`src/include/rank_defs.svh`:
```
`ifndef RANK_DEFS_SVH
`define RANK_DEFS_SVH

// Data path sizes.
`define SAMPLE_W 8
`define WIN_LEN 5
`define RANK_W 3

// Register map on a 1-bit address.
`define REG_RANK_ADDR 1'b0
`define REG_CTRL_ADDR 1'b1

`endif

```
`src/design/rank_pkg.sv`:
```
`include "rank_defs.svh"

package rank_pkg;

  typedef logic [`SAMPLE_W-1:0] sample_t;

  // s_oldest is the first sample of the window to have arrived.
  typedef struct packed {
    sample_t s_oldest;
    sample_t s_old;
    sample_t s_centre;
    sample_t s_new;
    sample_t s_newest;
  } window_t;

  typedef struct packed {
    sample_t min;
    sample_t q2;
    sample_t mid;
    sample_t q4;
    sample_t max;
  } sorted5_t;

  typedef enum logic [`RANK_W-1:0] {
    RANK_MIN = 3'd0,
    RANK_Q2  = 3'd1,
    RANK_MID = 3'd2,
    RANK_Q4  = 3'd3,
    RANK_MAX = 3'd4
  } rank_e;

  typedef struct packed {
    rank_e rank;
    logic  bypass;
  } filt_cfg_t;

endpackage

```
`src/design/sort3_net.sv`:
```
`timescale 1ns/1ps

module sort3_net
  import rank_pkg::*;
(
  input  sample_t a_i,
  input  sample_t b_i,
  input  sample_t c_i,
  output sample_t max_o,
  output sample_t med_o,
  output sample_t min_o
);

  sample_t ab_hi;
  sample_t ab_lo;
  sample_t rest;

  always_comb begin
    ab_hi = (a_i > b_i) ? a_i : b_i;
    ab_lo = (a_i > b_i) ? b_i : a_i;
    max_o = (ab_hi > c_i) ? ab_hi : c_i;
    rest  = (ab_hi > c_i) ? c_i : ab_hi; // Loser of the second exchange.
    med_o = (rest > ab_lo) ? rest : ab_lo;
    min_o = (rest > ab_lo) ? ab_lo : rest;
  end

endmodule

```
`src/design/sort5_pipe.sv`:
```
`timescale 1ns/1ps

module sort5_pipe
  import rank_pkg::*;
(
  input  logic     clk,
  input  logic     rst_n,
  input  logic     done_i,
  input  window_t  win_i,
  output logic     done_o,
  output sorted5_t sorted_o
);

  sample_t sn1_max, sn1_med, sn1_min;
  sample_t sn2_max, sn2_med, sn2_min;
  sample_t sn3_max, sn3_med, sn3_min;
  sample_t sn4_max, sn4_med, sn4_min;

  sample_t p1_new, p1_newest, p1_max, p1_med, p1_min;
  sample_t p2_max, p2_med, p2_min, p2_med1, p2_min1;
  sample_t p3_max, p3_med, p3_min, p3_min1, p3_max_o;
  logic    p1_done, p2_done, p3_done;

  // ******************************
  // Stage 1 sorts the three oldest samples.
  // ******************************
  sort3_net sn1 (
    .a_i   (win_i.s_oldest),
    .b_i   (win_i.s_old),
    .c_i   (win_i.s_centre),
    .max_o (sn1_max),
    .med_o (sn1_med),
    .min_o (sn1_min)
  );

  always_ff @(posedge clk) begin
    p1_new    <= win_i.s_new;
    p1_newest <= win_i.s_newest;
    p1_max    <= sn1_max;
    p1_med    <= sn1_med;
    p1_min    <= sn1_min;
  end

  // Stage 2 finds the overall maximum.
  sort3_net sn2 (
    .a_i   (p1_max),
    .b_i   (p1_new),
    .c_i   (p1_newest),
    .max_o (sn2_max),
    .med_o (sn2_med),
    .min_o (sn2_min)
  );

  always_ff @(posedge clk) begin
    p2_max  <= sn2_max;
    p2_med  <= sn2_med;
    p2_min  <= sn2_min;
    p2_med1 <= p1_med;
    p2_min1 <= p1_min;
  end

  sort3_net sn3 (
    .a_i   (p2_med1),
    .b_i   (p2_med),
    .c_i   (p2_min),
    .max_o (sn3_max),
    .med_o (sn3_med),
    .min_o (sn3_min)
  );

  always_ff @(posedge clk) begin
    p3_max   <= sn3_max;  // Fourth rank is settled here.
    p3_med   <= sn3_med;
    p3_min   <= sn3_min;
    p3_min1  <= p2_min1;
    p3_max_o <= p2_max;
  end

  // Stage 4 is combinational off the third register bank.
  sort3_net sn4 (
    .a_i   (p3_min1),
    .b_i   (p3_med),
    .c_i   (p3_min),
    .max_o (sn4_max),
    .med_o (sn4_med),
    .min_o (sn4_min)
  );

  always_ff @(posedge clk) begin
    if (!rst_n) begin
      p1_done <= 1'b0;
      p2_done <= 1'b0;
      p3_done <= 1'b0;
    end else begin
      p1_done <= done_i;
      p2_done <= p1_done;
      p3_done <= p2_done;
    end
  end

  assign sorted_o = '{min: sn4_min, q2: sn4_med, mid: sn4_max, q4: p3_max, max: p3_max_o};
  assign done_o   = p3_done;

  a_sorted_order : assert property (@(posedge clk) disable iff (!rst_n)
    done_o |-> (sorted_o.min <= sorted_o.q2) && (sorted_o.q2 <= sorted_o.mid) &&
               (sorted_o.mid <= sorted_o.q4) && (sorted_o.q4 <= sorted_o.max));

endmodule

```
`src/design/sample_window.sv`:
```
`timescale 1ns/1ps
`include "rank_defs.svh"

module sample_window
  import rank_pkg::*;
(
  input  logic    clk,
  input  logic    rst_n,
  input  logic    sample_valid_i,
  input  logic    flush_i,
  input  sample_t sample_i,
  output window_t win_o,
  output logic    win_valid_o
);

  localparam int CNT_W = $clog2(`WIN_LEN + 1);

  logic [CNT_W-1:0] fill_cnt;
  window_t          win_q;

  always_ff @(posedge clk) begin
    if (sample_valid_i) begin
      win_q <= '{s_oldest: win_q.s_old, s_old: win_q.s_centre,
                 s_centre: win_q.s_new, s_new: win_q.s_newest, s_newest: sample_i};
    end
  end

  always_ff @(posedge clk) begin
    if (!rst_n) begin
      fill_cnt    <= '0;
      win_valid_o <= 1'b0;
    end else if (flush_i) begin
      // A sample arriving with the flush is the first of the new window.
      fill_cnt    <= sample_valid_i ? CNT_W'(1) : '0;
      win_valid_o <= 1'b0;
    end else begin
      if (sample_valid_i && fill_cnt != CNT_W'(`WIN_LEN)) begin
        fill_cnt <= fill_cnt + 1'b1; // Saturates at a full window.
      end
      win_valid_o <= sample_valid_i && (fill_cnt >= CNT_W'(`WIN_LEN - 1));
    end
  end

  assign win_o = win_q;

  a_fill_bound : assert property (@(posedge clk) disable iff (!rst_n)
    fill_cnt <= CNT_W'(`WIN_LEN));

endmodule

```
`src/design/rank_cfg_regs.sv`:
```
`timescale 1ns/1ps
`include "rank_defs.svh"

module rank_cfg_regs
  import rank_pkg::*;
(
  input  logic       clk,
  input  logic       rst_n,
  input  logic       cfg_we_i,
  input  logic       cfg_addr_i,
  input  logic [7:0] cfg_wdata_i,
  output logic [7:0] cfg_rdata_o,
  output filt_cfg_t  cfg_o,
  output logic       flush_o
);

  rank_e rank_q;
  logic  bypass_q;
  logic  flush_q;

  always_ff @(posedge clk) begin
    if (!rst_n) begin
      rank_q   <= RANK_MID;
      bypass_q <= 1'b0;
      flush_q  <= 1'b0;
    end else begin
      flush_q <= 1'b0; // Single-cycle pulse.
      if (cfg_we_i) begin
        case (cfg_addr_i)
          `REG_RANK_ADDR: begin
            if (cfg_wdata_i <= 8'(RANK_MAX)) begin
              rank_q <= rank_e'(cfg_wdata_i[`RANK_W-1:0]);
            end
          end
          `REG_CTRL_ADDR: begin
            bypass_q <= cfg_wdata_i[0];
            flush_q  <= cfg_wdata_i[1];
          end
          default: ;
        endcase
      end
    end
  end

  // ******************************
  // Read-back and outputs.
  // ******************************
  always_comb begin
    case (cfg_addr_i)
      `REG_RANK_ADDR: cfg_rdata_o = {{(8 - `RANK_W){1'b0}}, rank_q};
      default:        cfg_rdata_o = {6'b0, 1'b0, bypass_q}; // Flush bit reads zero.
    endcase
  end

  assign cfg_o   = '{rank: rank_q, bypass: bypass_q};
  assign flush_o = flush_q;

  a_rank_legal : assert property (@(posedge clk) disable iff (!rst_n)
    cfg_o.rank <= RANK_MAX);

endmodule

```
`src/design/rank_out_stage.sv`:
```
`timescale 1ns/1ps

module rank_out_stage
  import rank_pkg::*;
(
  input  logic      clk,
  input  logic      rst_n,
  input  logic      done_i,
  input  sorted5_t  sorted_i,
  input  sample_t   centre_i,
  input  filt_cfg_t cfg_i,
  output sample_t   filt_o,
  output logic      filt_valid_o
);

  sample_t centre_d1, centre_d2, centre_d3;
  sample_t rank_sel;

  // Matches the three register banks of the sorter.
  always_ff @(posedge clk) begin
    centre_d1 <= centre_i;
    centre_d2 <= centre_d1;
    centre_d3 <= centre_d2;
  end

  always_comb begin
    case (cfg_i.rank)
      RANK_MIN: rank_sel = sorted_i.min;
      RANK_Q2:  rank_sel = sorted_i.q2;
      RANK_Q4:  rank_sel = sorted_i.q4;
      RANK_MAX: rank_sel = sorted_i.max;
      default:  rank_sel = sorted_i.mid;
    endcase
  end

  always_ff @(posedge clk) begin
    filt_o <= cfg_i.bypass ? centre_d3 : rank_sel;
  end

  always_ff @(posedge clk) begin
    if (!rst_n) begin
      filt_valid_o <= 1'b0;
    end else begin
      filt_valid_o <= done_i;
    end
  end

endmodule

```
`src/design/rank_filter_top.sv`:
```
`timescale 1ns/1ps

module rank_filter_top
  import rank_pkg::*;
(
  input  logic       clk,
  input  logic       rst_n,
  input  logic       sample_valid_i,
  input  sample_t    sample_i,
  input  logic       cfg_we_i,
  input  logic       cfg_addr_i,
  input  logic [7:0] cfg_wdata_i,
  output logic [7:0] cfg_rdata_o,
  output sample_t    filt_o,
  output logic       filt_valid_o
);

  window_t   win;
  logic      win_valid;
  logic      sort_done;
  sorted5_t  sorted;
  filt_cfg_t cfg;
  logic      flush;

  sample_window u_window (
    .clk            (clk),
    .rst_n          (rst_n),
    .sample_valid_i (sample_valid_i),
    .flush_i        (flush),
    .sample_i       (sample_i),
    .win_o          (win),
    .win_valid_o    (win_valid)
  );

  sort5_pipe u_sort (
    .clk      (clk),
    .rst_n    (rst_n),
    .done_i   (win_valid),
    .win_i    (win),
    .done_o   (sort_done),
    .sorted_o (sorted)
  );

  rank_cfg_regs u_regs (
    .clk         (clk),
    .rst_n       (rst_n),
    .cfg_we_i    (cfg_we_i),
    .cfg_addr_i  (cfg_addr_i),
    .cfg_wdata_i (cfg_wdata_i),
    .cfg_rdata_o (cfg_rdata_o),
    .cfg_o       (cfg),
    .flush_o     (flush)
  );

  rank_out_stage u_out (
    .clk          (clk),
    .rst_n        (rst_n),
    .done_i       (sort_done),
    .sorted_i     (sorted),
    .centre_i     (win.s_centre),
    .cfg_i        (cfg),
    .filt_o       (filt_o),
    .filt_valid_o (filt_valid_o)
  );

endmodule

```
`config.mk`:
```
export PLATFORM = sky130hd
export DESIGN_NAME = rank_filter_top
export DESIGN_NICKNAME = d
export VERILOG_FILES = /design/src/design/rank_pkg.sv /design/src/design/sort3_net.sv /design/src/design/sort5_pipe.sv /design/src/design/sample_window.sv /design/src/design/rank_cfg_regs.sv /design/src/design/rank_out_stage.sv /design/src/design/rank_filter_top.sv
export VERILOG_INCLUDE_DIRS = /design/src /design/src/include
export SDC_FILE = /design/constraint.sdc
export NUM_CORES = 1
export LEC_CHECK = 0
export ABC_AREA = 1
export BUFFER_PORTS_ARGS = -buffer_cell sky130_fd_sc_hd__buf_2
export CAP_MARGIN = 10
export CORE_UTILIZATION = 54
export CTS_CLUSTER_DIAMETER = 150
export DETAILED_ROUTE_END_ITERATION = 10
export GPL_TIMING_DRIVEN = 0
export HOLD_SLACK_MARGIN = 0.15
export PLACE_DENSITY = 0.71
export SYNTH_ARGS = -nofsm -noshare
export SYNTH_HDL_FRONTEND = slang
export SYNTH_HIERARCHICAL = 1
export SYNTH_SLANG_ARGS = --single-unit
```
`constraint.sdc`:
```
create_clock -name clk -period 5.2 [get_ports clk]
set_input_delay 0.26 -clock clk [delete_from_list [all_inputs] [get_ports clk]]
set_output_delay 0.26 -clock clk [all_outputs]
set_load 0.005 [all_outputs]
```
Yosys cells after proc, flatten, opt, wreduce, memory -nomap -nowiden
Cells that the tools add are included.

cells by class
  add/sub/neg operators = 1
  $lt $le $gt $ge = 14
  equality and inequality tests = 4
  mux-type cells = 30
  bitwise operators = 2
  reduce and logical (&&, ||, !) cells = 8

operators by type and width
  operator             number
  $mux 8               25
  $gt 8x8->1           12
  $pmux 8 s4           1
  $mux 3               3
  $le 8x3->1 const B   1
  $reduce_and 3->1     2
  $add 3x1->3 const B  1
  $eq 3x1->1 const B   1
  $eq 3x2->1 const B   1
  $eq 3x3->1 const B   1
  $ge 3x3->1 const B   1
  $logic_not 3->1      1
  $ne 3x3->1 const B   1
  $logic_and 1x1->1    2
  $not 1->1            2
  $reduce_and 2->1     1
  $reduce_bool 2->1    1
  $reduce_or 2->1      1
  $mux 1               1

word-level totals
  register bits after elaboration = 205
  input bits = 21
  output and inout port bits = 17
  word-level logic and storage cells = 92

Depth between registers and ports, before layout
Gate-level depths: netlist (run 1).

  word-level depth = 8
  depth in mapped cells = 41
  depth with buffers taken out = 38

By module
The synthesis (run 1) kept the hierarchy.

by module, submodules not included
  module                       instances  cells each  area each (µm²)  seq. area each (µm²)
  sort3_net at u_sort.sn1 ...  3          245         1391.3           0.0
  sort5_pipe                   1          129         2484.9           2462.4
  sample_window                1          69          1415.1           1281.2
  sort3_net at u_sort.sn4      1          245         1390.1           0.0
  rank_out_stage               1          144         1283.7           660.6
  rank_cfg_regs                1          53          334.1            100.1

Least setup slack after synthesis (run 1)
No wires, ideal clock.

  kind = register -> register
  start = register u_sort.p3_med[7]
  end = register u_out.filt_o[4]
  setup time = 0.058 ns
  arrival time = 4.143 ns
  required time = 5.142 ns
  slack = 0.999 ns
  cell stages (with the launch flop) = 38
  buffers on the path = 3
  clock period less this slack = 4.201 ns
  path through = dfxtp_1 inv_1 ha_1 nand2_1 nor2_4 nand2_1 nand2_4 nand2_4 buf_8 nand2_4 nand2_1 ha_1 inv_1 o21bai_1 nand2_1 nand2_1 nand2_1 nand2_1 [... 2 more ...] buf_4 nand2_1 and2_1 ha_1 a21oi_1 nor2_1 nor3_2 a21oi_4 inv_2 buf_2 nand3_1 nand2_1 inv_1 nor3_1 nor2_1 nand2_1 nand2_1 nand2_1

RTL lines
  item                    RTL line              RTL
  start, declared         sort5_pipe.sv:21      sample_t p3_max, p3_med, p3_min, p3_min1, p3_max_o;
  start signal, assigned  sort5_pipe.sv:73      p3_med <= sn3_med;
  end signal, assigned    rank_out_stage.sv:37  filt_o <= cfg_i.bypass ? centre_d3 : rank_sel;
  end, declared           rank_out_stage.sv:12  output sample_t filt_o,

==> impl_results.md, run 1 <==
* Final Cycle Share at 0.906
* Hold Violations, Final at 0
* Violated checks: design-rule violations
* Worst Hold Class: input port to flip-flop
* Die ar. at 21100 sq um
* Routed len/inst at 14.9 um
* Commonest non-fill, non-tap cells in the layout: nand2_1, nand3_1, dfxtp_1
* Initial Util at 0.549
* Placed cell area at 11600 sq um
* Post-synthesis mux area share at 0.00102
* Clock Sink Count at 205
* First-pass GRT wire length at 42.9 mm
* Antenna viol nets, final at 0
* Critical path required time at 5.59 ns
* Setup_tns at 0 ns
* Synth Flop Type: dfxtp_1
* Worst Setup Path Type: flip-flop to flip-flop
* Post-synth EDFFs at 40
* FF+latch count, synth at 205
* Worst skew pair latency at 0.51 ns
* Clock transition at path regs at 0.06 ns
* Layout Nets at 1573
* H-tree depth at 1
* Commonest non-fill, non-tap cell in the layout: nand2_1
* RSZ-0062 raised after global routing: no
* Hold Path Origin: cfg_wdata_i[7]
* Post-route DRC at 1
* Final Max Tran Viols at 0
* Area share of fa/ha/maj cells after synthesis at 0.111
* WHS at 0.168 ns
* # diodes at 0
* Mapped Avg Cell Area at 8.06 sq um
* IO buf count at 32
* Clock Skew at 0.0198 ns
* Die width at 145 um
* Nature of the critical path startpoint: flip-flop
* Largest fanout on the critical path at 10
* R2r endpoint: u_out/filt_o[2]
* Final Util at 0.621
* Syn-to-layout area delta at 12.9%
* Final min period at 4.71 ns
* Endpoints failing setup at 0
* Critical Path AT at 5.10 ns
* Num CTS Buffers at 22
* Final wirelength at 26.0 mm
* Share of flip-flops with an asynchronous set or reset at 0
* Maximum root-to-sink buffer count at 3
* Main combinational cell family by area after synthesis: simple AND/OR/NAND/NOR gates
* CTS tree: yes
* Vias in the first global route at 8641
* Status: finished with violations
* Routability cong. at 0.937
* Crit path top cell by count: nand2_1
* Synthesized area at 11100 sq um
* Core ar. at 20200 sq um
* Slew HR at 0.363
* Simple-Gate Fraction of Synth Area at 0.337
* Antenna violations before repair at 0
* CP max stage delay at 0.38 ns
* Chip height at 145 um
* Max Cap Viol at 0
* Least-Margin Pin Slew at 0.955 ns
* DR vias at 9023
* DRT iter0 DRCs at 472
* Post-Synth XOR/XNOR Area at 0
* Number of distinct library cells after synthesis at 39
* Reg2Reg Depth at 34
* Std-Cell Rows at 52
* Worst R2R Setup Slack at 0.49 ns
* Max FFs per register at 40
* Crit-path slowest cell: dfxtp_1
* Share of cells above drive strength 1 at 0.146
* Ports at 38
* Maximum clock frequency at 0.212 GHz
* Hold depth at 7
* Synth Instances at 1375
* Drt first pass iters at 8
* Seq/Total Area, Yosys at 0.406
* Post-DP HPWL at 20.8 mm
* RR Startpoint: u_sort/p3_med[6]
* Hold EP: u_regs/rank_q[2]
* Fin area at 12500 sq um
* Synthesis Warnings at 6
* Vias per inst at 5.19
* Crit end category: flip-flop
* Total GRT Usage at 0.253
* Clk root buf: clkbuf_16
* GRT overflow at 0
* Largest net degree at the start of global routing at 45
* Complex-gate fraction of the synthesized area at 0.0610
## routing by layer
layer | GRT usage | vias up | share of wire
met3 | 0.0245 | 56 | 0.035
li1 | - | 4666 | -
met4 | 0.0968 | 0 | 0.032
met2 | 0.444 | 178 | 0.48
met1 | 0.321 | 4123 | 0.45
met5 | 0 | - | 0
## critical path, delay by kind of cell, from the launching register on
kind | cells | cell delay, ns
AND/OR/NAND/NOR | 21 | 2.02
adder cells (fa/ha/maj) | 3 | 0.87
buffers and inverters | 6 | 0.75
AO/OA/AOI/OAI | 4 | 0.58
flip-flops | 1 | 0.38
## per-stage QoR
stage	cells	setup WS (ns)
2_1_floorplan	1379	0.999
3_3_place_gp	1681	0.261
3_5_place_dp	1681	0.213
4_1_cts	1737	0.180
5_1_grt	1740	0.0411
6_report	1740	0.491
## cell usage after synthesis, types with 5 or more instances
cell type | number | area (sq um)
and2_1 | 32 | 200
a21oi_1 | 36 | 180
nand2_1 | 406 | 1520
o21ai_2 | 16 | 140
nand3b_1 | 5 | 37.5
o21bai_1 | 9 | 67.6
ha_1 | 98 | 1230
nand3_1 | 202 | 1010
edfxtp_1 | 40 | 1200
inv_2 | 6 | 22.5
nand4_1 | 23 | 144
nor2_1 | 30 | 113
buf_2 | 17 | 85.1
o21ai_0 | 18 | 90.1
nand2_2 | 8 | 50.1
nor2_4 | 5 | 56.3
nor2_2 | 7 | 43.8
buf_4 | 11 | 82.6
nand2_4 | 23 | 259
o21ai_1 | 11 | 55.1
nor3_1 | 6 | 30.0
dfxtp_1 | 165 | 3300
inv_1 | 143 | 537
buf_6 | 6 | 67.6
inv_4 | 8 | 50.1
nand3_2 | 12 | 120
## cell families (layout without fill, tap and decap cells)
family	Yosys count	after routing
simple gates	769	769
flops	205	205
buf+inv	197	288
compound gates	104	104
fa+ha+maj	98	98
other cells	1	5
mux	1	1
## what timing repair did
item	4_1_cts	5_1_grt
resized for setup	0	7
buffers inserted	0	3
hold buffers	16	0
hold endpoints to repair	19	0
endpoints found under the setup margin	0	8
## cell type report
type	count	area [sq um]
fill	1829	7650
tap	270	338
timing repair buffer	51	343
sequential	205	4510
inverter	158	621
clock inverter	10	90.1
multi-input combinational	977	5680
clock buffer	30	631
buffer	39	312
## worst max path at each step
| stage | from | slack (ns) | cells after the start | to |
|---|---|---|---|---|
| after floorplan | u_sort/p3_med[7] | 1.0 | 37 | u_out/filt_o[4] |
| after global placement | u_sort/p3_med[7] | 0.26 | 37 | u_out/filt_o[4] |
| after detailed placement | u_sort/p3_med[7] | 0.21 | 37 | u_out/filt_o[4] |
| after CTS | u_sort/p3_med[7] | 0.18 | 37 | u_out/filt_o[4] |
| after global routing | u_sort/p3_med[3] | 0.04 | 39 | u_out/filt_o[4] |
| final | u_sort/p3_med[6] | 0.49 | 34 | u_out/filt_o[2] |
Power of run 1 is not shown: default switching activity piles up to over one toggle a cycle in this logic, so the estimate is an artifact.
==> run 2: changes to the inputs <==
--- a/config.mk
+++ b/config.mk
@@ -8,13 +8,12 @@
 export LEC_CHECK = 0
 export ABC_AREA = 1
 export BUFFER_PORTS_ARGS = -buffer_cell sky130_fd_sc_hd__buf_2
-export CAP_MARGIN = 10
-export CORE_UTILIZATION = 54
+export CORE_UTILIZATION = 60
 export CTS_CLUSTER_DIAMETER = 150
 export DETAILED_ROUTE_END_ITERATION = 10
 export GPL_TIMING_DRIVEN = 0
 export HOLD_SLACK_MARGIN = 0.15
-export PLACE_DENSITY = 0.71
+export PLACE_DENSITY = 0.77
 export SYNTH_ARGS = -nofsm -noshare
 export SYNTH_HDL_FRONTEND = slang
 export SYNTH_HIERARCHICAL = 1
==> impl_results.md, run 2 (synthesis results as in run 1) <==
* Worst skew pair latency at 0.50 ns (about the same)
* Largest net degree at the start of global routing at 45 (unchanged)
* Final Cycle Share at 0.927 (+0.0218)
* Met1 Resource Use GR at 0.338 (+0.0163)
* Num CTS Buffers at 21 (-4.5%)
* CTS tree: yes
* GRT overflow at 0 (unchanged)
* Maximum clock frequency at 0.207 GHz (-2.3%)
* Ports at 38 (unchanged)
* Vias per inst at 5.29 (+2.0%)
* Die width at 138 um (-5.1%)
* Maximum root-to-sink buffer count at 3 (unchanged)
* Chip height at 138 um (-5.1%)
* RSZ-0062 raised after global routing: no
* Std-Cell Rows at 49 (-5.8%)
* Hold Violations, Final at 0 (unchanged)
* Endpoints failing setup at 0 (unchanged)
* Slew HR at 0.370 (+0.00679)
* Critical path required time at 5.65 ns (+0.06 ns)
* First-pass GRT wire length at 40.8 mm (-4.8%)
* Clock Skew at 0.0161 ns (-0.00375 ns)
* Critical Path AT at 5.27 ns (+0.17 ns)
* Antenna viol nets, final at 0 (unchanged)
* Clock Sink Count at 205 (unchanged)
* Crit path top cell by count: nand2_1
* Met2 global-route usage at 0.485 (+0.0407)
* Worst Hold Class: input port to flip-flop
* Drt first pass iters at 5 (-3)
* Final min period at 4.82 ns (+0.113 ns)
* Setup_tns at 0 ns (unchanged)
* Commonest non-fill, non-tap cells in the layout: nand2_1, nand3_1, dfxtp_1
* Final wirelength at 25.9 mm (-0.42%)
* Nature of the critical path startpoint: flip-flop
* Core ar. at 18000 sq um (-11%)
* Routed len/inst at 15.3 um (+2.1%)
* Vias in the first global route at 8387 (-2.9%)
* Initial Util at 0.615 (+0.0654)
* Total GRT Usage at 0.279 (+0.0253)
* DR vias at 8980 (-0.48%)
* H-tree depth at 1 (unchanged)
* Crit end category: flip-flop
* Clock transition at path regs at 0.06 ns (about the same)
* Largest fanout on the critical path at 10 (unchanged)
* Grt peak-use layer: met2
* Least-Margin Pin Slew at 0.945 ns (-0.0102 ns)
* Max FFs per register at 40 (unchanged)
* Final Max Tran Viols at 0 (unchanged)
* Die ar. at 19000 sq um (-9.9%)
* Share of cells above drive strength 1 at 0.145 (-0.00116)
* Clk root buf: clkbuf_16
* Syn-to-layout area delta at 12.5%
* Post-route DRC at 0 (-1)
* Post-DP HPWL at 20.4 mm (-1.8%)
* IO buf count at 32 (unchanged)
* Antenna violations before repair at 0 (unchanged)
* Place WS at 0.221 ns (+0.00798 ns)
* Met3 GRT Util at 0.0376 (+0.0131)
* Setup ws final at 0.377 ns (-0.113 ns)
* Layout Nets at 1572 (-0.064%)
* Max Cap Viol at 0 (unchanged)
* Commonest non-fill, non-tap cell in the layout: nand2_1
* Status: finished, final reports clean
* Crit-path slowest cell: dfxtp_1
* DRT iter0 DRCs at 538 (+14%)
* Worst Setup Path Type: flip-flop to flip-flop
* # diodes at 0 (unchanged)
* Routability cong. at 0.925 (-1.2%)
* CP max stage delay at 0.40 ns (+0.02 ns)
[run 2: cell count changes in the layout (fill, tap and decap cells not counted), sizes merged]
cell | before | now
clkbuf | 32 | 28
bufinv | 0 | 2
clkinvlp | 1 | 3
inv | 164 | 161
buf | 72 | 73
[run 2: routing by layer]
| metal | vias to the layer above | share of wire | routed length [um] |
|---|---|---|---|
| met4 | 0 | 0.045 | 1180 |
| met3 | 78 | 0.047 | 1210 |
| met5 | - | 0 | 0 |
| li1 | 4648 | - | - |
| met1 | 3986 | 0.43 | 11000 |
| met2 | 268 | 0.48 | 12500 |
[run 2: worst max-delay path, delay by kind of cell (launching register included)]
kind	cells	cell delay, ns
AND/OR/NAND/NOR	23	2.16
adder cells (fa/ha/maj)	3	0.92
AO/OA/AOI/OAI	3	0.37
flip-flops	1	0.40
buffers and inverters	8	0.92
[run 2: final cells by class]
type / instances / area (sq um)
Timing Repair Buffer: 51 / 343
Tap cell: 229 / 287
Fill cell: 1505 / 5560
Clock inverter: 11 / 121
Inverter: 158 / 621
Buffer: 39 / 305
Clock buffer: 27 / 609
Sequential cell: 205 / 4500
Multi-Input combinational cell: 977 / 5670
[run 2: timing repair]
action                                  4_1_cts  5_1_grt
gates resized for setup                       0        3
hold buffers                                 16        0
endpoints found under the setup margin        0        8
setup buffers                                 0        3
endpoints found under the hold margin        19        0
[run 2: per-stage QoR]
step | cells | util | instance area [sq um] | hold slack [ns]
detailed placement | 1640 | 0.640 | 11500 | 0.312
global route | 1697 | 0.691 | 12500 | 0.231
floorplan | 1379 | - | 11100 | 0.310
global placement | 1640 | 0.640 | 11500 | 0.310
CTS | 1694 | 0.690 | 12400 | 0.165
finish | 1697 | 0.691 | 12500 | 0.178
[run 2: path summary, 6_finish.rpt]
check / endpoint / cells after the start / slack, ns / start
worst max-delay path: u_out/filt_o[4] / 37 / 0.38 / u_sort/p3_med[7]
worst min-delay path: u_regs/rank_q[2] / 7 / 0.18 / cfg_wdata_i[7]
worst max register to register: u_out/filt_o[4] / 37 / 0.38 / u_sort/p3_med[7]
worst min register to register: u_sort/p3_min1[4] / 0 / 0.32 / u_sort/p2_min1[4]
Power of run 2 is left out for the same reason.
